### src/include/lsu_params.svh
// Size settings for the load/store unit, shared by the package and all RTL.
// Include this file wherever a width or a depth is needed.

`ifndef LSU_PARAMS_SVH
`define LSU_PARAMS_SVH

// Sequence tag width, wraps at 32
`define LSU_TAG_W     5

// Word address, low bits select the bank
`define LSU_ADDR_W    4
`define LSU_DATA_W    32

// Queue depths
`define LSU_IQ_DEPTH  4
`define LSU_RQ_DEPTH  4

// Data memory banking
`define LSU_BANKS     4

`endif
### src/hdl/lsu_pkg.sv
// Types shared by the load/store unit stages: opcodes, replay causes, payloads.
// Modules take the types by scoped name in ports and by import in the body.

`include "lsu_params.svh"

package lsu_pkg;

  // --------------------------------------------------------------------------
  // Enumerations
  // --------------------------------------------------------------------------

  typedef enum logic {
    LSU_OP_LOAD  = 1'b0,
    LSU_OP_STORE = 1'b1
  } lsu_op_e;

  // Why an operation was sent back to the replay queue
  typedef enum logic {
    LSU_RP_NONE      = 1'b0,
    LSU_RP_BANK_BUSY = 1'b1
  } lsu_replay_e;

  // --------------------------------------------------------------------------
  // Payloads
  // --------------------------------------------------------------------------

  // External request, 37 bits
  typedef struct packed {
    lsu_op_e                 op;
    logic [`LSU_ADDR_W-1:0]  addr;
    logic [`LSU_DATA_W-1:0]  wdata;
  } lsu_req_t;

  // Operation moving between stages, 43 bits
  typedef struct packed {
    logic                    valid;
    lsu_op_e                 op;
    logic [`LSU_TAG_W-1:0]   tag;
    logic [`LSU_ADDR_W-1:0]  addr;
    logic [`LSU_DATA_W-1:0]  wdata;
  } lsu_issue_t;

  // Response, 38 bits
  typedef struct packed {
    logic [`LSU_TAG_W-1:0]   tag;
    lsu_op_e                 op;
    logic [`LSU_DATA_W-1:0]  rdata;
  } lsu_rsp_t;

  // Tag a is older than tag b when a - b wraps negative
  function automatic logic lsu_tag_older(input logic [`LSU_TAG_W-1:0] a,
                                         input logic [`LSU_TAG_W-1:0] b);
    logic [`LSU_TAG_W-1:0] diff;
    diff = a - b;
    return diff[`LSU_TAG_W-1];
  endfunction

endpackage

### src/hdl/lsu_top.sv
// Top level of the load/store unit: issue select, replay queue, execute and
// result stages wired together. Requests in and responses out are valid/ready.

`timescale 1ns/1ns

`include "lsu_params.svh"

module lsu_top (
  input  logic                i_clk,
  input  logic                i_rst,
  input  logic                i_req_valid,
  input  lsu_pkg::lsu_req_t   i_req,
  input  logic                i_rsp_ready,
  output logic                o_req_ready,
  output logic                o_rsp_valid,
  output lsu_pkg::lsu_rsp_t   o_rsp
);

  import lsu_pkg::*;

  lsu_issue_t                                w_issue;
  lsu_issue_t                                w_rq_head;
  logic [$clog2(`LSU_RQ_DEPTH+1)-1:0]        w_rq_free;
  logic                                      w_rq_pop;
  logic                                      w_replay;
  lsu_issue_t                                w_replay_op;
  logic                                      w_done;
  lsu_rsp_t                                  w_done_rsp;
  logic                                      w_stall;
  logic                                      w_ld_inflight_ex;
  logic                                      w_ld_inflight_rs;

  // --------------------------------------------------------------------------
  // Issue side
  // --------------------------------------------------------------------------

  lsu_issue_select u_issue_select (
    .i_clk            (i_clk),
    .i_rst            (i_rst),
    .i_req_valid      (i_req_valid),
    .i_req            (i_req),
    .i_rq_head        (w_rq_head),
    .i_rq_free        (w_rq_free),
    .i_stall          (w_stall),
    .i_ld_inflight_ex (w_ld_inflight_ex),
    .i_ld_inflight_rs (w_ld_inflight_rs),
    .o_req_ready      (o_req_ready),
    .o_rq_pop         (w_rq_pop),
    .o_issue          (w_issue)
  );

  lsu_replay_queue u_replay_queue (
    .i_clk     (i_clk),
    .i_rst     (i_rst),
    .i_push    (w_replay),
    .i_push_op (w_replay_op),
    .i_pop     (w_rq_pop),
    .o_head    (w_rq_head),
    .o_free    (w_rq_free)
  );

  // --------------------------------------------------------------------------
  // Execute and result
  // --------------------------------------------------------------------------

  lsu_exec_stage u_exec_stage (
    .i_clk         (i_clk),
    .i_rst         (i_rst),
    .i_op          (w_issue),
    .i_stall       (w_stall),
    .o_replay      (w_replay),
    .o_replay_op   (w_replay_op),
    .o_done        (w_done),
    .o_done_rsp    (w_done_rsp),
    .o_ld_inflight (w_ld_inflight_ex)
  );

  lsu_result_stage u_result_stage (
    .i_clk         (i_clk),
    .i_rst         (i_rst),
    .i_done        (w_done),
    .i_done_rsp    (w_done_rsp),
    .i_rsp_ready   (i_rsp_ready),
    .o_rsp_valid   (o_rsp_valid),
    .o_rsp         (o_rsp),
    .o_stall       (w_stall),
    .o_ld_inflight (w_ld_inflight_rs)
  );

endmodule

### src/hdl/lsu_result_stage.sv
// Response register of the load/store unit with valid/ready back-pressure.
// A held response stalls every earlier stage.

`timescale 1ns/1ns

module lsu_result_stage (
  input  logic                i_clk,
  input  logic                i_rst,
  input  logic                i_done,
  input  lsu_pkg::lsu_rsp_t   i_done_rsp,
  input  logic                i_rsp_ready,
  output logic                o_rsp_valid,
  output lsu_pkg::lsu_rsp_t   o_rsp,
  output logic                o_stall,
  output logic                o_ld_inflight
);

  import lsu_pkg::*;

  // Response waiting and not taken this cycle
  assign o_stall = o_rsp_valid & ~i_rsp_ready;

  always_ff @(posedge i_clk) begin
    if (i_rst) begin
      o_rsp_valid <= 1'b0;
    end else if (!o_stall) begin
      o_rsp_valid <= i_done;
    end
  end

  // Payload only loads on a new completion
  always_ff @(posedge i_clk) begin
    if (!o_stall && i_done) begin
      o_rsp <= i_done_rsp;
    end
  end

  assign o_ld_inflight = o_rsp_valid & (o_rsp.op == LSU_OP_LOAD);

endmodule

### src/hdl/lsu_exec_stage.sv
// Execute stage: four-bank data memory with per-bank busy tracking.
// Loads to a bank written in the previous cycle go back for replay.

`timescale 1ns/1ns

`include "lsu_params.svh"

module lsu_exec_stage (
  input  logic                  i_clk,
  input  logic                  i_rst,
  input  lsu_pkg::lsu_issue_t   i_op,
  input  logic                  i_stall,
  output logic                  o_replay,
  output lsu_pkg::lsu_issue_t   o_replay_op,
  output logic                  o_done,
  output lsu_pkg::lsu_rsp_t     o_done_rsp,
  output logic                  o_ld_inflight
);

  import lsu_pkg::*;

  localparam int BANK_W = $clog2(`LSU_BANKS);
  localparam int IDX_W  = `LSU_ADDR_W - BANK_W;
  localparam int WORDS  = (1 << `LSU_ADDR_W) / `LSU_BANKS;

  logic [`LSU_DATA_W-1:0]  bank_mem [`LSU_BANKS][WORDS];
  logic [`LSU_BANKS-1:0]   bank_busy_q;
  logic [`LSU_BANKS-1:0]   wr_bank_oh;
  logic [BANK_W-1:0]       bank;
  logic [IDX_W-1:0]        idx;
  logic                    is_load;
  logic                    st_fire;
  lsu_replay_e             cause;

  assign bank    = i_op.addr[BANK_W-1:0];
  assign idx     = i_op.addr[`LSU_ADDR_W-1:BANK_W];
  assign is_load = i_op.valid & (i_op.op == LSU_OP_LOAD);

  // --------------------------------------------------------------------------
  // Replay decision
  // --------------------------------------------------------------------------

  always_comb begin
    cause = LSU_RP_NONE;
    if (is_load && bank_busy_q[bank]) begin
      cause = LSU_RP_BANK_BUSY;
    end
  end

  assign o_replay    = is_load & (cause == LSU_RP_BANK_BUSY) & ~i_stall;
  assign o_replay_op = i_op;

  // Store holds off while the result register is stalled
  assign st_fire    = i_op.valid & (i_op.op == LSU_OP_STORE) & ~i_stall;
  assign wr_bank_oh = st_fire ? (`LSU_BANKS'(1) << bank) : '0;

  // --------------------------------------------------------------------------
  // Banked memory and busy bits
  // --------------------------------------------------------------------------

  always_ff @(posedge i_clk) begin
    if (i_rst) begin
      for (int b = 0; b < `LSU_BANKS; b++) begin
        for (int w = 0; w < WORDS; w++) begin
          bank_mem[b][w] <= '0;
        end
      end
    end else if (st_fire) begin
      bank_mem[bank][idx] <= i_op.wdata;
    end
  end

  // Busy for one cycle after a write
  always_ff @(posedge i_clk) begin
    if (i_rst) begin
      bank_busy_q <= '0;
    end else if (!i_stall) begin
      bank_busy_q <= wr_bank_oh;
    end
  end

  // Completion, load data read straight from the bank
  assign o_done           = i_op.valid & (cause == LSU_RP_NONE) & ~i_stall;
  assign o_done_rsp.tag   = i_op.tag;
  assign o_done_rsp.op    = i_op.op;
  assign o_done_rsp.rdata = is_load ? bank_mem[bank][idx] : '0;

  assign o_ld_inflight = is_load;

endmodule

### src/hdl/lsu_replay_queue.sv
// FIFO of loads refused by the execute stage, waiting to be issued again.
// The free-entry count feeds the issue throttle in the select stage.

`timescale 1ns/1ns

`include "lsu_params.svh"

module lsu_replay_queue (
  input  logic                                  i_clk,
  input  logic                                  i_rst,
  input  logic                                  i_push,
  input  lsu_pkg::lsu_issue_t                   i_push_op,
  input  logic                                  i_pop,
  output lsu_pkg::lsu_issue_t                   o_head,
  output logic [$clog2(`LSU_RQ_DEPTH+1)-1:0]    o_free
);

  import lsu_pkg::*;

  localparam int RQ_PTR_W = $clog2(`LSU_RQ_DEPTH);
  localparam int RQ_CNT_W = $clog2(`LSU_RQ_DEPTH + 1);

  lsu_issue_t           rq_mem [`LSU_RQ_DEPTH];
  logic [RQ_PTR_W-1:0]  wr_ptr;
  logic [RQ_PTR_W-1:0]  rd_ptr;
  logic [RQ_CNT_W-1:0]  count;
  logic                 do_pop;

  // Pop only when something is there
  assign do_pop = i_pop & (count != '0);

  always_ff @(posedge i_clk) begin
    if (i_push) begin
      rq_mem[wr_ptr] <= i_push_op;
    end
  end

  always_ff @(posedge i_clk) begin
    if (i_rst) begin
      wr_ptr <= '0;
      rd_ptr <= '0;
      count  <= '0;
    end else begin
      if (i_push) begin
        wr_ptr <= (wr_ptr == RQ_PTR_W'(`LSU_RQ_DEPTH - 1)) ? '0 : wr_ptr + 1'b1;
      end
      if (do_pop) begin
        rd_ptr <= (rd_ptr == RQ_PTR_W'(`LSU_RQ_DEPTH - 1)) ? '0 : rd_ptr + 1'b1;
      end
      if (i_push && !do_pop) begin
        count <= count + 1'b1;
      end else if (!i_push && do_pop) begin
        count <= count - 1'b1;
      end
    end
  end

  // Head entry, valid flag follows the occupancy
  always_comb begin
    o_head       = rq_mem[rd_ptr];
    o_head.valid = (count != '0);
  end

  assign o_free = RQ_CNT_W'(`LSU_RQ_DEPTH) - count;

endmodule

### src/hdl/lsu_issue_select.sv
// Issue side of the load/store unit: in-order request FIFO with tagging, and
// age-based choice between the FIFO head and the replay queue head.

`timescale 1ns/1ns

`include "lsu_params.svh"

module lsu_issue_select (
  input  logic                                  i_clk,
  input  logic                                  i_rst,
  input  logic                                  i_req_valid,
  input  lsu_pkg::lsu_req_t                     i_req,
  input  lsu_pkg::lsu_issue_t                   i_rq_head,
  input  logic [$clog2(`LSU_RQ_DEPTH+1)-1:0]    i_rq_free,
  input  logic                                  i_stall,
  input  logic                                  i_ld_inflight_ex,
  input  logic                                  i_ld_inflight_rs,
  output logic                                  o_req_ready,
  output logic                                  o_rq_pop,
  output lsu_pkg::lsu_issue_t                   o_issue
);

  import lsu_pkg::*;

  localparam int IQ_PTR_W = $clog2(`LSU_IQ_DEPTH);
  localparam int IQ_CNT_W = $clog2(`LSU_IQ_DEPTH + 1);

  lsu_issue_t             iq_mem [`LSU_IQ_DEPTH];
  logic [IQ_PTR_W-1:0]    iq_wr_ptr;
  logic [IQ_PTR_W-1:0]    iq_rd_ptr;
  logic [IQ_CNT_W-1:0]    iq_count;
  logic [`LSU_TAG_W-1:0]  tag_q;

  lsu_issue_t             iq_wr_entry;
  lsu_issue_t             iq_head;
  lsu_issue_t             sel_op;
  logic                   iq_push;
  logic                   iq_pop;
  logic                   iq_stop;
  logic                   ld_pending;
  logic                   iq_ok;
  logic                   pick_rq;

  // --------------------------------------------------------------------------
  // Request FIFO with sequence tags
  // --------------------------------------------------------------------------

  assign o_req_ready = (iq_count != IQ_CNT_W'(`LSU_IQ_DEPTH));
  assign iq_push     = i_req_valid & o_req_ready;

  always_comb begin
    iq_wr_entry.valid = 1'b1;
    iq_wr_entry.op    = i_req.op;
    iq_wr_entry.tag   = tag_q;
    iq_wr_entry.addr  = i_req.addr;
    iq_wr_entry.wdata = i_req.wdata;
  end

  always_ff @(posedge i_clk) begin
    if (iq_push) begin
      iq_mem[iq_wr_ptr] <= iq_wr_entry;
    end
  end

  always_ff @(posedge i_clk) begin
    if (i_rst) begin
      iq_wr_ptr <= '0;
      iq_rd_ptr <= '0;
      iq_count  <= '0;
      tag_q     <= '0;
    end else begin
      if (iq_push) begin
        iq_wr_ptr <= (iq_wr_ptr == IQ_PTR_W'(`LSU_IQ_DEPTH - 1)) ? '0 : iq_wr_ptr + 1'b1;
        tag_q     <= tag_q + 1'b1;
      end
      if (iq_pop) begin
        iq_rd_ptr <= (iq_rd_ptr == IQ_PTR_W'(`LSU_IQ_DEPTH - 1)) ? '0 : iq_rd_ptr + 1'b1;
      end
      if (iq_push && !iq_pop) begin
        iq_count <= iq_count + 1'b1;
      end else if (!iq_push && iq_pop) begin
        iq_count <= iq_count - 1'b1;
      end
    end
  end

  // --------------------------------------------------------------------------
  // Select between issue head and replay head
  // --------------------------------------------------------------------------

  always_comb begin
    iq_head       = iq_mem[iq_rd_ptr];
    iq_head.valid = (iq_count != '0);
  end

  // Replay queue nearly full, hold new work back
  assign iq_stop    = (i_rq_free <= 1);
  // Loads still able to read memory after a store would write it
  assign ld_pending = i_ld_inflight_ex | i_ld_inflight_rs | i_rq_head.valid;

  assign iq_ok   = iq_head.valid & ~iq_stop &
                   ~((iq_head.op == LSU_OP_STORE) & ld_pending);
  assign pick_rq = i_rq_head.valid &
                   (~iq_ok | lsu_tag_older(i_rq_head.tag, iq_head.tag));

  assign o_rq_pop = pick_rq & ~i_stall;
  assign iq_pop   = ~pick_rq & iq_ok & ~i_stall;

  always_comb begin
    if (pick_rq) begin
      sel_op = i_rq_head;
    end else begin
      sel_op       = iq_head;
      sel_op.valid = iq_ok;
    end
  end

  // Issue register, held while the response port is stalled
  always_ff @(posedge i_clk) begin
    if (i_rst) begin
      o_issue.valid <= 1'b0;
    end else if (!i_stall) begin
      o_issue <= sel_op;
    end
  end

endmodule

### config.mk
export PLATFORM = sky130hd
export DESIGN_NAME = lsu_top
export DESIGN_NICKNAME = d
export VERILOG_FILES = /design/src/hdl/lsu_pkg.sv /design/src/hdl/lsu_top.sv /design/src/hdl/lsu_result_stage.sv /design/src/hdl/lsu_exec_stage.sv /design/src/hdl/lsu_replay_queue.sv /design/src/hdl/lsu_issue_select.sv
export VERILOG_INCLUDE_DIRS = /design/src /design/src/include
export SDC_FILE = /design/constraint.sdc
export NUM_CORES = 1
export LEC_CHECK = 0
export ABC_AREA = 0
export BUFFER_PORTS_ARGS = -buffer_cell sky130_fd_sc_hd__buf_2
export CORE_MARGIN = 2
export CORE_UTILIZATION = 60
export DETAILED_ROUTE_END_ITERATION = 8
export PLACE_DENSITY = 0.77
export SLEW_MARGIN = 5
export SYNTH_ARGS = -nofsm -noshare
export SYNTH_HDL_FRONTEND = slang
export SYNTH_HIERARCHICAL = 1
export SYNTH_SLANG_ARGS = --single-unit
export TNS_END_PERCENT = 1
### constraint.sdc
create_clock -name i_clk -period 5.5 [get_ports i_clk]
set_input_delay 0.275 -clock i_clk [delete_from_list [all_inputs] [get_ports i_clk]]
set_output_delay 0.275 -clock i_clk [all_outputs]
set_load 0.005 [all_outputs]
==> results.yml, run 1 <==
outcome:
  outcome: "complete, no violations"
critical_path:
  timing.critical_path.cells: "buf_4 > mux4_2 > a211oi_1 > and3_4 > a2111oi_4 > a211o_2 > nor2b_1 > nor2b_1 > inv_1 > ha_1 > inv_1 > fa_1 > xor2_1 > or3_1 > a21oi_1"
  worst_setup_path_start_kind: "flop"
  timing.critical_path.required_ps: 6080
  worst-endpoint-arrival_ps: 4890
  critical_path_peak_fanout: 35
  critical-path-slowest-cell: "buf_4"
  timing.reg2reg.setup_slack_ps: 1190
  crit_path_max_incr_delay_ps: 640
  crit_path_end_kind: "flop"
  timing.setup.critical_path_class: "flop to flop"
final_layout:
  final-instance-count-excl-fill: 3308
  finalNetCount: 2417
  syn_to_final_growth_pct: 9.81
  final_design_area_no_fill_mm2: 0.0447
  count_of_filler_cells_inserted_in_the_layout: 4297
  final_layout_size_suffix_gt1_share_pct: 23.5
  multiInputGateArea_mm2: 0.0109
  seq_area_mm2: 0.0285
timing:
  slew_headroom_pct: 20.2
  final-max-slew-violation-count: 0
  timing.final.setup_violations: 0
  post-route-period-util_pct: 78.4
  max_freq_mhz: 232
  hold_slack_ps: 31.4
  timing.final.crit_period_ps: 4310
  fin_setup_tns_ps: 0
  finalClockSkew_ps: 26.9
  worst_pin_slew_ps: 1200
  rsz0062_at_grt: "false"
  final_hold_viol_count: 0
clock_network:
  clk-insertion-delay-late_ps: 660
  cts.clk_slew.worst_paths_ps: 60
  clk_path_buf_depth: 3
  cts_buffers: 95
  clkSinkCount: 957
  post_cts.resized_instances: 0
  cts.htree.levels: 3
  tritoncts: "yes"
  root_buffer: "clkbuf_16"
floorplanning:
  die_width_um: 264
  die-height_um: 264
  initial_utilization_pct: 60.6
  core_area_mm2: 0.0672
  design.die.area_mm2: 0.0699
  floorplan_row_count: 95
  boundaryPins: 81
detailed_routing:
  vias: 20200
  drcViolationCount: 0
  drc_marker_count_from_the_first_detailed_route_iteration: 2028
  drt-pass1-iter-count: 5
  route.detailed.vias_per_inst: 6.09
  wire_per_inst_um: 25.2
  route.final.wire_length_um: 83300
  antenna_violating_nets_post_route: 0
global_routing:
  globalRouteTotalUtil_pct: 24.1
  antenna_found_initial: 2
  first_pass_grt_wire_length_um: 126000
  largest_net_degree_at_the_start_of_global_routing: 166
  grt_pass1_vias: 21300
  globalRoute.totalOverflow: 0
worst_hold_path:
  class_of_the_tightest_hold_or_removal_check: "input port to flop"
yosys:
  yosys_warnings: 6
  postSynthCellCount: 2315
  synthesis.nets: 2376
  synthesis.area_mm2: 0.0407
  syn_avg_cell_area_um2: 17.6
power:
  totalPowerFinal_mw: 18.7
  leakage_nw: 15.8
  power.ir.vdd_worst_v: 0.000378
  powerDensity_mw_per_mm2: 417
run:
  drv.max_cap_violation_count: 0
place:
  dp_cells: 3095
  detailed_place_hpwl_um: 46900
  portBuffers: 80
  detailed_place.area_mm2: 0.0413
  routabilityCongestion: 0.784
==> per-stage QoR <==
stage,setup slack [ps],utilization (%)
floorplan,1050,-
global placement,1270,61.5
detailed placement,1210,61.5
global route,840,66.6
CTS,1180,66.6
finish,1190,66.6
==> worst paths after layout <==
path	start	end	cells past startpoint
setup / recovery	flop	u_replay_queue/count[2]$_SDFFE_PP0P_	15
hold / removal	i_rsp_ready	u_result_stage/o_rsp_valid$_SDFFE_PP0N_	3
setup reg to reg	flop	u_replay_queue/count[2]$_SDFFE_PP0P_	15
hold reg to reg	u_exec_stage/bank_busy_q[0]$_SDFFE_PP0N_	u_exec_stage/bank_busy_q[0]$_SDFFE_PP0N_	2
==> routing by layer <==
metal  global-route usage [%]  wire (µm)  vias to the layer above
met2                     40.2      41800                      761
met1                     33.3      33900                    10400
met4                     6.93       1750                        0
met5                        0          0                        -
li1                         -          -                     8826
met3                     3.68       5840                      137
==> registers in the layout (all words and copies together) (netlist names), 3 cells and up, named ones only <==
register	cells
u_issue_select/iq_mem	168
u_issue_select/tag_q	5
u_issue_select/iq_count	3
u_exec_stage/bank_busy_q	4
u_replay_queue/count	3
u_result_stage/o_rsp	38
u_replay_queue/rq_mem	168
u_exec_stage/bank_mem	512
u_issue_select/o_issue	43
==> layout by cell type, fill, tap and decap left out, types with 13 or more instances in the layout <==
cell	count
edfxtp_1	928
and2_1	513
mux4_2	147
clkbuf_16	95
buf_2	80
mux2i_1	74
mux2_2	64
buf_4	41
mux2_4	39
dlygate4sd3_1	37
a22o_1	32
o22ai_1	32
a22oi_1	32
o31ai_1	32
dfxtp_1	25
nor2_1	22
clkinv_2	21
clkinv_1	18
inv_1	18
ha_1	18
or2_2	16
clkbuf_1	13
==> power by group <==
group          leakage [nW]  switching [mW]  internal (mW)  total, mW
sequential             9.35           0.634           8.76       9.39
combinational          4.96            1.59           1.34       2.93
clock                  1.48            2.73           3.61       6.34
==> critical path: cells and delay by family, from the launching register on <==
| family | cells | cell delay, ps |
|---|---|---|
| AO/OA/AOI/OAI | 4 | 720 |
| XOR/XNOR | 1 | 160 |
| adder cells (fa/ha/maj) | 2 | 570 |
| buffers and inverters | 3 | 800 |
| flip-flops | 1 | 490 |
| multiplexers | 1 | 620 |
| AND/OR/NAND/NOR | 4 | 860 |
==> cell type report <==
| cell class | count | share of cell area (%) |
|---|---|---|
| sequential | 957 | 63.6 |
| multi-input combinational | 1125 | 24.5 |
| clock buffer | 108 | 5.43 |
| timing repair buffer | 159 | 2.46 |
| tap | 873 | 2.44 |
| clock inverter | 67 | 1.40 |
| inverter | 18 | 0.151 |
| antenna | 1 | 0.00560 |
==> timing repair <==
action,in CTS,in global routing
endpoints found under the hold margin,148,0
buffers inserted,0,0
hold buffers,37,0
Power figures use the tool's default switching activity.
==> inputs of run 2 (changes only) <==
- CORE_UTILIZATION: 60 -> 57
- PLACE_DENSITY: 0.77 -> 0.76
- clock period: 5.5 -> 3.9 ns (I/O delays scaled with it)
==> results.yml, run 2 (synthesis results as in run 1) <==
critical_path:
  critical_path_peak_fanout: 4
  worst_setup_path_start_kind: "flop"
  timing.critical_path.required_ps: 4470
  crit_path_end_kind: "flop"
  worst-endpoint-arrival_ps: 4250
  timing.setup.critical_path_class: "flop to flop"
global_routing:
  largest_net_degree_at_the_start_of_global_routing: 127
  globalRouteTotalUtil_pct: 22.6
  groute.layer.met1.usage_pct: 31.2
  globalRoute.busiestLayer: "met2"
  use_met2_pct: 37.8
  grt_pass1_vias: 21000
  first_pass_grt_wire_length_um: 126000
  antenna_found_initial: 2
  globalRoute.totalOverflow: 0
  use_met3_pct: 3.79
clock_network:
  cts_buffers: 94
  clk_path_buf_depth: 3
  cts.htree.levels: 3
  cts.clk_slew.worst_paths_ps: 60
  clkSinkCount: 957
  postCtsSetupRepairBufs: 0
  tritoncts: "yes"
  clk-insertion-delay-late_ps: 650
  root_buffer: "clkbuf_16"
final_layout:
  biggest_registers_after_layout: "u_exec_stage/bank_mem (512), u_issue_select/iq_mem (168), u_replay_queue/rq_mem (168)"
  finalNetCount: 2437
  largest_register_ff_count: 512
  final_common_cell: "edfxtp_1"
  final_layout_size_suffix_gt1_share_pct: 24.2
  largest-register: "u_exec_stage/bank_mem"
  final_cell_mix: "edfxtp_1 (928), and2_1 (513), mux4_2 (147)"
  syn_to_final_growth_pct: 10.6
  antennaDiodeCount: 0
place:
  detailed_place_hpwl_um: 47800
  routabilityCongestion: 0.766
  portBuffers: 80
detailed_routing:
  route.detailed.vias_per_inst: 5.95
  wire_per_inst_um: 24.2
  route.final.wire_length_um: 82100
  drcViolationCount: 0
  vias: 20200
  drc_marker_count_from_the_first_detailed_route_iteration: 1904
  drt-pass1-iter-count: 6
  antenna_violating_nets_post_route: 0
timing:
  timing.final.setup_violations: 0
  rsz0062_at_grt: "false"
  worst_pin_slew_ps: 1180
  max_freq_mhz: 272
  final_hold_viol_count: 0
  post-route-period-util_pct: 94.4
  finalClockSkew_ps: 21.4
  final-max-slew-violation-count: 0
  slew_headroom_pct: 21.5
  timing.final.crit_period_ps: 3680
  fin_setup_tns_ps: 0
outcome:
  outcome: "complete, no violations"
floorplanning:
  die_width_um: 271
  core_area_mm2: 0.0704
  initial_utilization_pct: 57.8
  floorplan_row_count: 97
  design.die.area_mm2: 0.0736
  die-height_um: 271
  boundaryPins: 81
power:
  totalPowerFinal_mw: 26.5
  power.ir.vdd_worst_v: 0.000578
  powerDensity_mw_per_mm2: 588
  leakage_nw: 15.9
run:
  drv.max_cap_violation_count: 0
worst_hold_path:
  class_of_the_tightest_hold_or_removal_check: "input port to flop"
==> run 2: cell types whose count changed in the layout (fill, tap and decap cells not counted), moves of 3 or more <==
cell / change
nor3_2: +3
nor3_4: -3
bufinv_16: +3
clkinv_8: -3
clkbuf_1: +5
clkinv_1: -6
buf_4: +20
==> run 2: timing repair <==
action,CTS,global route
hold buffers,37,0
hold endpoints to repair,148,0
gates resized for setup,0,1
endpoints found under the setup margin,0,1
==> run 2: per-layer routing <==
| metal | vias to the layer above | part of all wire (%) |
|---|---|---|
| met1 | 10400 | 41 |
| li1 | 8883 | - |
| met5 | - | 0.028 |
| met2 | 745 | 50 |
| met3 | 139 | 7.3 |
| met4 | 4 | 1.9 |
==> run 2: final timing paths <==
check	startpoint	endpoint	slack [ps]	cells past startpoint
max reg2reg	flop	u_replay_queue/count[2]$_SDFFE_PP0P_	220	16
min	i_rsp_ready	u_result_stage/o_rsp_valid$_SDFFE_PP0N_	130	4
max	flop	u_replay_queue/count[2]$_SDFFE_PP0P_	220	16
min reg2reg	u_exec_stage/bank_busy_q[3]$_SDFFE_PP0N_	u_exec_stage/bank_busy_q[3]$_SDFFE_PP0N_	460	2
==> run 2: report_power, final <==
part	internal (mW)	switching, mW
logic	1.94	2.18
clock network	5.33	3.76
registers	12.3	0.903
total	19.6	6.85
==> run 2: critical path, cell delays in order (launching register included) <==
cell and delay [ps]:
dfxtp_2 390, mux4_2 550, inv_1 110, ha_4 210
a211oi_2 230, and3_4 240, a2111oi_4 60, a211o_2 290
nor2b_1 130, nor2b_2 180, inv_1 60, ha_2 170
inv_1 60, fa_2 340, xor2_1 150, or3_1 300
a21oi_1 140
==> run 2: metrics by stage <==
step | hold WS, ps | std cells | util [%] | instance area [µm²] | worst slack (ps)
finish | 128 | 3390 | 63.9 | 45000 | 220
global route | 128 | 3390 | 63.9 | 45000 | 42.5
CTS | 89.8 | 3390 | 63.9 | 45000 | 150
detailed placement | 412 | 3183 | 59.0 | 41500 | 209
global placement | 404 | 3183 | 59.0 | 41500 | 238
floorplan | 264 | 2315 | - | 40800 | 26.8
==> run 2: area by class of cell <==
cell class                      instances  area, µm²
Clock buffer                          115       2480
Multi-Input combinational cell       1125      10900
Inverter                               18       67.6
Timing Repair Buffer                  180       1270
Fill cell                            4781      25400
Sequential cell                       957      28500
Tap cell                              940       1180
Clock inverter                         55        614
==> inputs of run 3 (changes only) <==
- CORE_UTILIZATION: 57 -> 59
- CTS_BUF_LIST: not set -> sky130_fd_sc_hd__clkbuf_8
- HOLD_SLACK_MARGIN: not set -> 0.02
- PLACE_DENSITY: 0.76 -> 0.79
==> results.yml, run 3 (synthesis results as in run 1) <==
outcome:
  outcome: "complete, no violations"
clock_network:
  clkSinkCount: 957
  clk_path_buf_depth: 3
  cts_buffers: 152
  root_buffer: "clkbuf_8"
  cts.htree.levels: 4
  cts.clk_slew.worst_paths_ps: 60
  clk-insertion-delay-late_ps: 810
  tritoncts: "yes"
worst_hold_path:
  min_delay_worst_endpoint: "u_issue_select/iq_mem[2][7]$_DFFE_PP_"
  class_of_the_tightest_hold_or_removal_check: "input port to flop"
  worst_hold_startpoint: "i_req[7]"
  timing.hold.worst_path_depth: 2
global_routing:
  globalRouteTotalUtil_pct: 23.7
  globalRoute.totalOverflow: 0
  first_pass_grt_wire_length_um: 125000
  grt_pass1_vias: 21600
  antenna_found_initial: 1
  largest_net_degree_at_the_start_of_global_routing: 117
timing:
  post-route-period-util_pct: 94.5
  slew_headroom_pct: 30.7
  timing.final.crit_period_ps: 3690
  rsz0062_at_grt: "false"
  fin_setup_tns_ps: 0
  final-max-slew-violation-count: 0
  max_freq_mhz: 271
  finalClockSkew_ps: 34.3
  worst_pin_slew_ps: 1040
  final_hold_viol_count: 0
  timing.final.setup_violations: 0
final_layout:
  count_of_filler_cells_inserted_in_the_layout: 4460
  largest-register: "u_exec_stage/bank_mem"
  multiInputGateArea_mm2: 0.0109
  biggest_registers_after_layout: "u_exec_stage/bank_mem (512), u_issue_select/iq_mem (168), u_replay_queue/rq_mem (168)"
  final-instance-count-excl-fill: 3438
  final_layout_size_suffix_gt1_share_pct: 25.3
  final_common_cell: "edfxtp_1"
  largest_register_ff_count: 512
  final_cell_mix: "edfxtp_1 (928), and2_1 (513), clkbuf_8 (156)"
  syn_to_final_growth_pct: 9.88
  finalNetCount: 2506
  seq_area_mm2: 0.0285
floorplanning:
  floorplan_row_count: 96
  die_width_um: 267
  boundaryPins: 81
  initial_utilization_pct: 59.5
  core_area_mm2: 0.0685
  design.die.area_mm2: 0.0711
  die-height_um: 267
power:
  power.ir.vdd_worst_v: 0.000425
  leakage_nw: 16.0
  powerDensity_mw_per_mm2: 562
  totalPowerFinal_mw: 25.1
detailed_routing:
  route.detailed.vias_per_inst: 5.97
  drcViolationCount: 0
  antenna_violating_nets_post_route: 0
  wire_per_inst_um: 23.8
  drc_marker_count_from_the_first_detailed_route_iteration: 2130
  vias: 20500
  route.final.wire_length_um: 81800
  drt-pass1-iter-count: 5
critical_path:
  crit_path_end_kind: "flop"
  regToRegEndpoint: "u_replay_queue/count[2]$_SDFFE_PP0P_"
  worst-endpoint-arrival_ps: 4410
  worstRegToRegCells: 15
  critical_path_peak_fanout: 7
  worst_setup_path_start_kind: "flop"
  timing.reg2reg.setup_slack_ps: 210
  timing.setup.critical_path_class: "flop to flop"
  timing.critical_path.required_ps: 4630
place:
  routabilityCongestion: 0.789
  dp_cells: 3133
  portBuffers: 80
  detailed_place_hpwl_um: 49100
run:
  drv.max_cap_violation_count: 0
==> run 3: cell count changes in the layout (fill, tap and decap cells not counted), sizes merged <==
cell / delta
clkinv: +16
buf: +8
bufinv: -9
inv: +51
clkbuf: +41
diode: +1
clkinvlp: -5
dlygate4sd3: +3
==> run 3: cell type report <==
type | count | area share (%)
inverter | 18 | 0.151
clock buffer | 156 | 4.80
multi-input combinational | 1125 | 24.5
timing repair buffer | 191 | 3.21
tap | 882 | 2.47
clock inverter | 108 | 1.29
antenna | 1 | 0.00559
sequential | 957 | 63.6
==> run 3: power breakdown <==
part           switching [mW]  internal (mW)
clock                    3.80           3.92
sequential              0.923           12.3
combinational            2.18           1.95
total                    6.90           18.2
==> run 3: how the worst max path moves through the flow <==
| stage | start | end | slack, ps |
|---|---|---|---|
| finish | flop | u_replay_queue/count[2]$_SDFFE_PP0P_ | 210 |
| global route | flop | u_replay_queue/count[2]$_SDFFE_PP0P_ | 20 |
| CTS | flop | u_replay_queue/count[2]$_SDFFE_PP0P_ | 150 |
| detailed placement | flop | u_replay_queue/count[2]$_SDFFE_PP0P_ | 180 |
| global placement | flop | u_replay_queue/count[2]$_SDFFE_PP0P_ | 240 |
| floorplan | flop | u_replay_queue/count[2]$_SDFFE_PP0P_ | 30 |
==> run 3: critical path, stage by stage (launching register included) <==
cell	delay, ps
dfxtp_4	410
mux4_2	530
ha_1	290
o21a_1	200
o21ai_2	200
a2111oi_4	110
a211o_2	290
nor2b_1	130
nor2b_2	190
inv_1	60
ha_2	180
inv_1	70
fa_2	340
xor2_1	160
or3_1	320
a21oi_1	160
==> run 3: repair_timing <==
action	CTS	global route
endpoints found under the setup margin	0	1
endpoints found under the hold margin	161	0
buffers inserted	0	0
hold buffers	40	0
gates resized for setup	0	1
==> run 3: per-stage QoR <==
| stage | setup WS [ps] | hold WS [ps] | instance area (µm²) | utilization [%] |
|---|---|---|---|---|
| global placement | 245 | 406 | 41600 | 60.8 |
| global route | 21.3 | 111 | 44700 | 65.3 |
| finish | 213 | 131 | 44700 | 65.3 |
| CTS | 151 | 69.6 | 44700 | 65.3 |
| floorplan | 26.8 | 264 | 40800 | - |
| detailed placement | 179 | 409 | 41600 | 60.8 |
==> run 3: layer usage <==
layer	vias up	GRT usage (%)	routed length [µm]
li1	9024	-	-
met5	-	0	0
met2	734	39.6	41400
met4	0	7.56	1640
met1	10600	31.8	33400
met3	136	4.42	5370
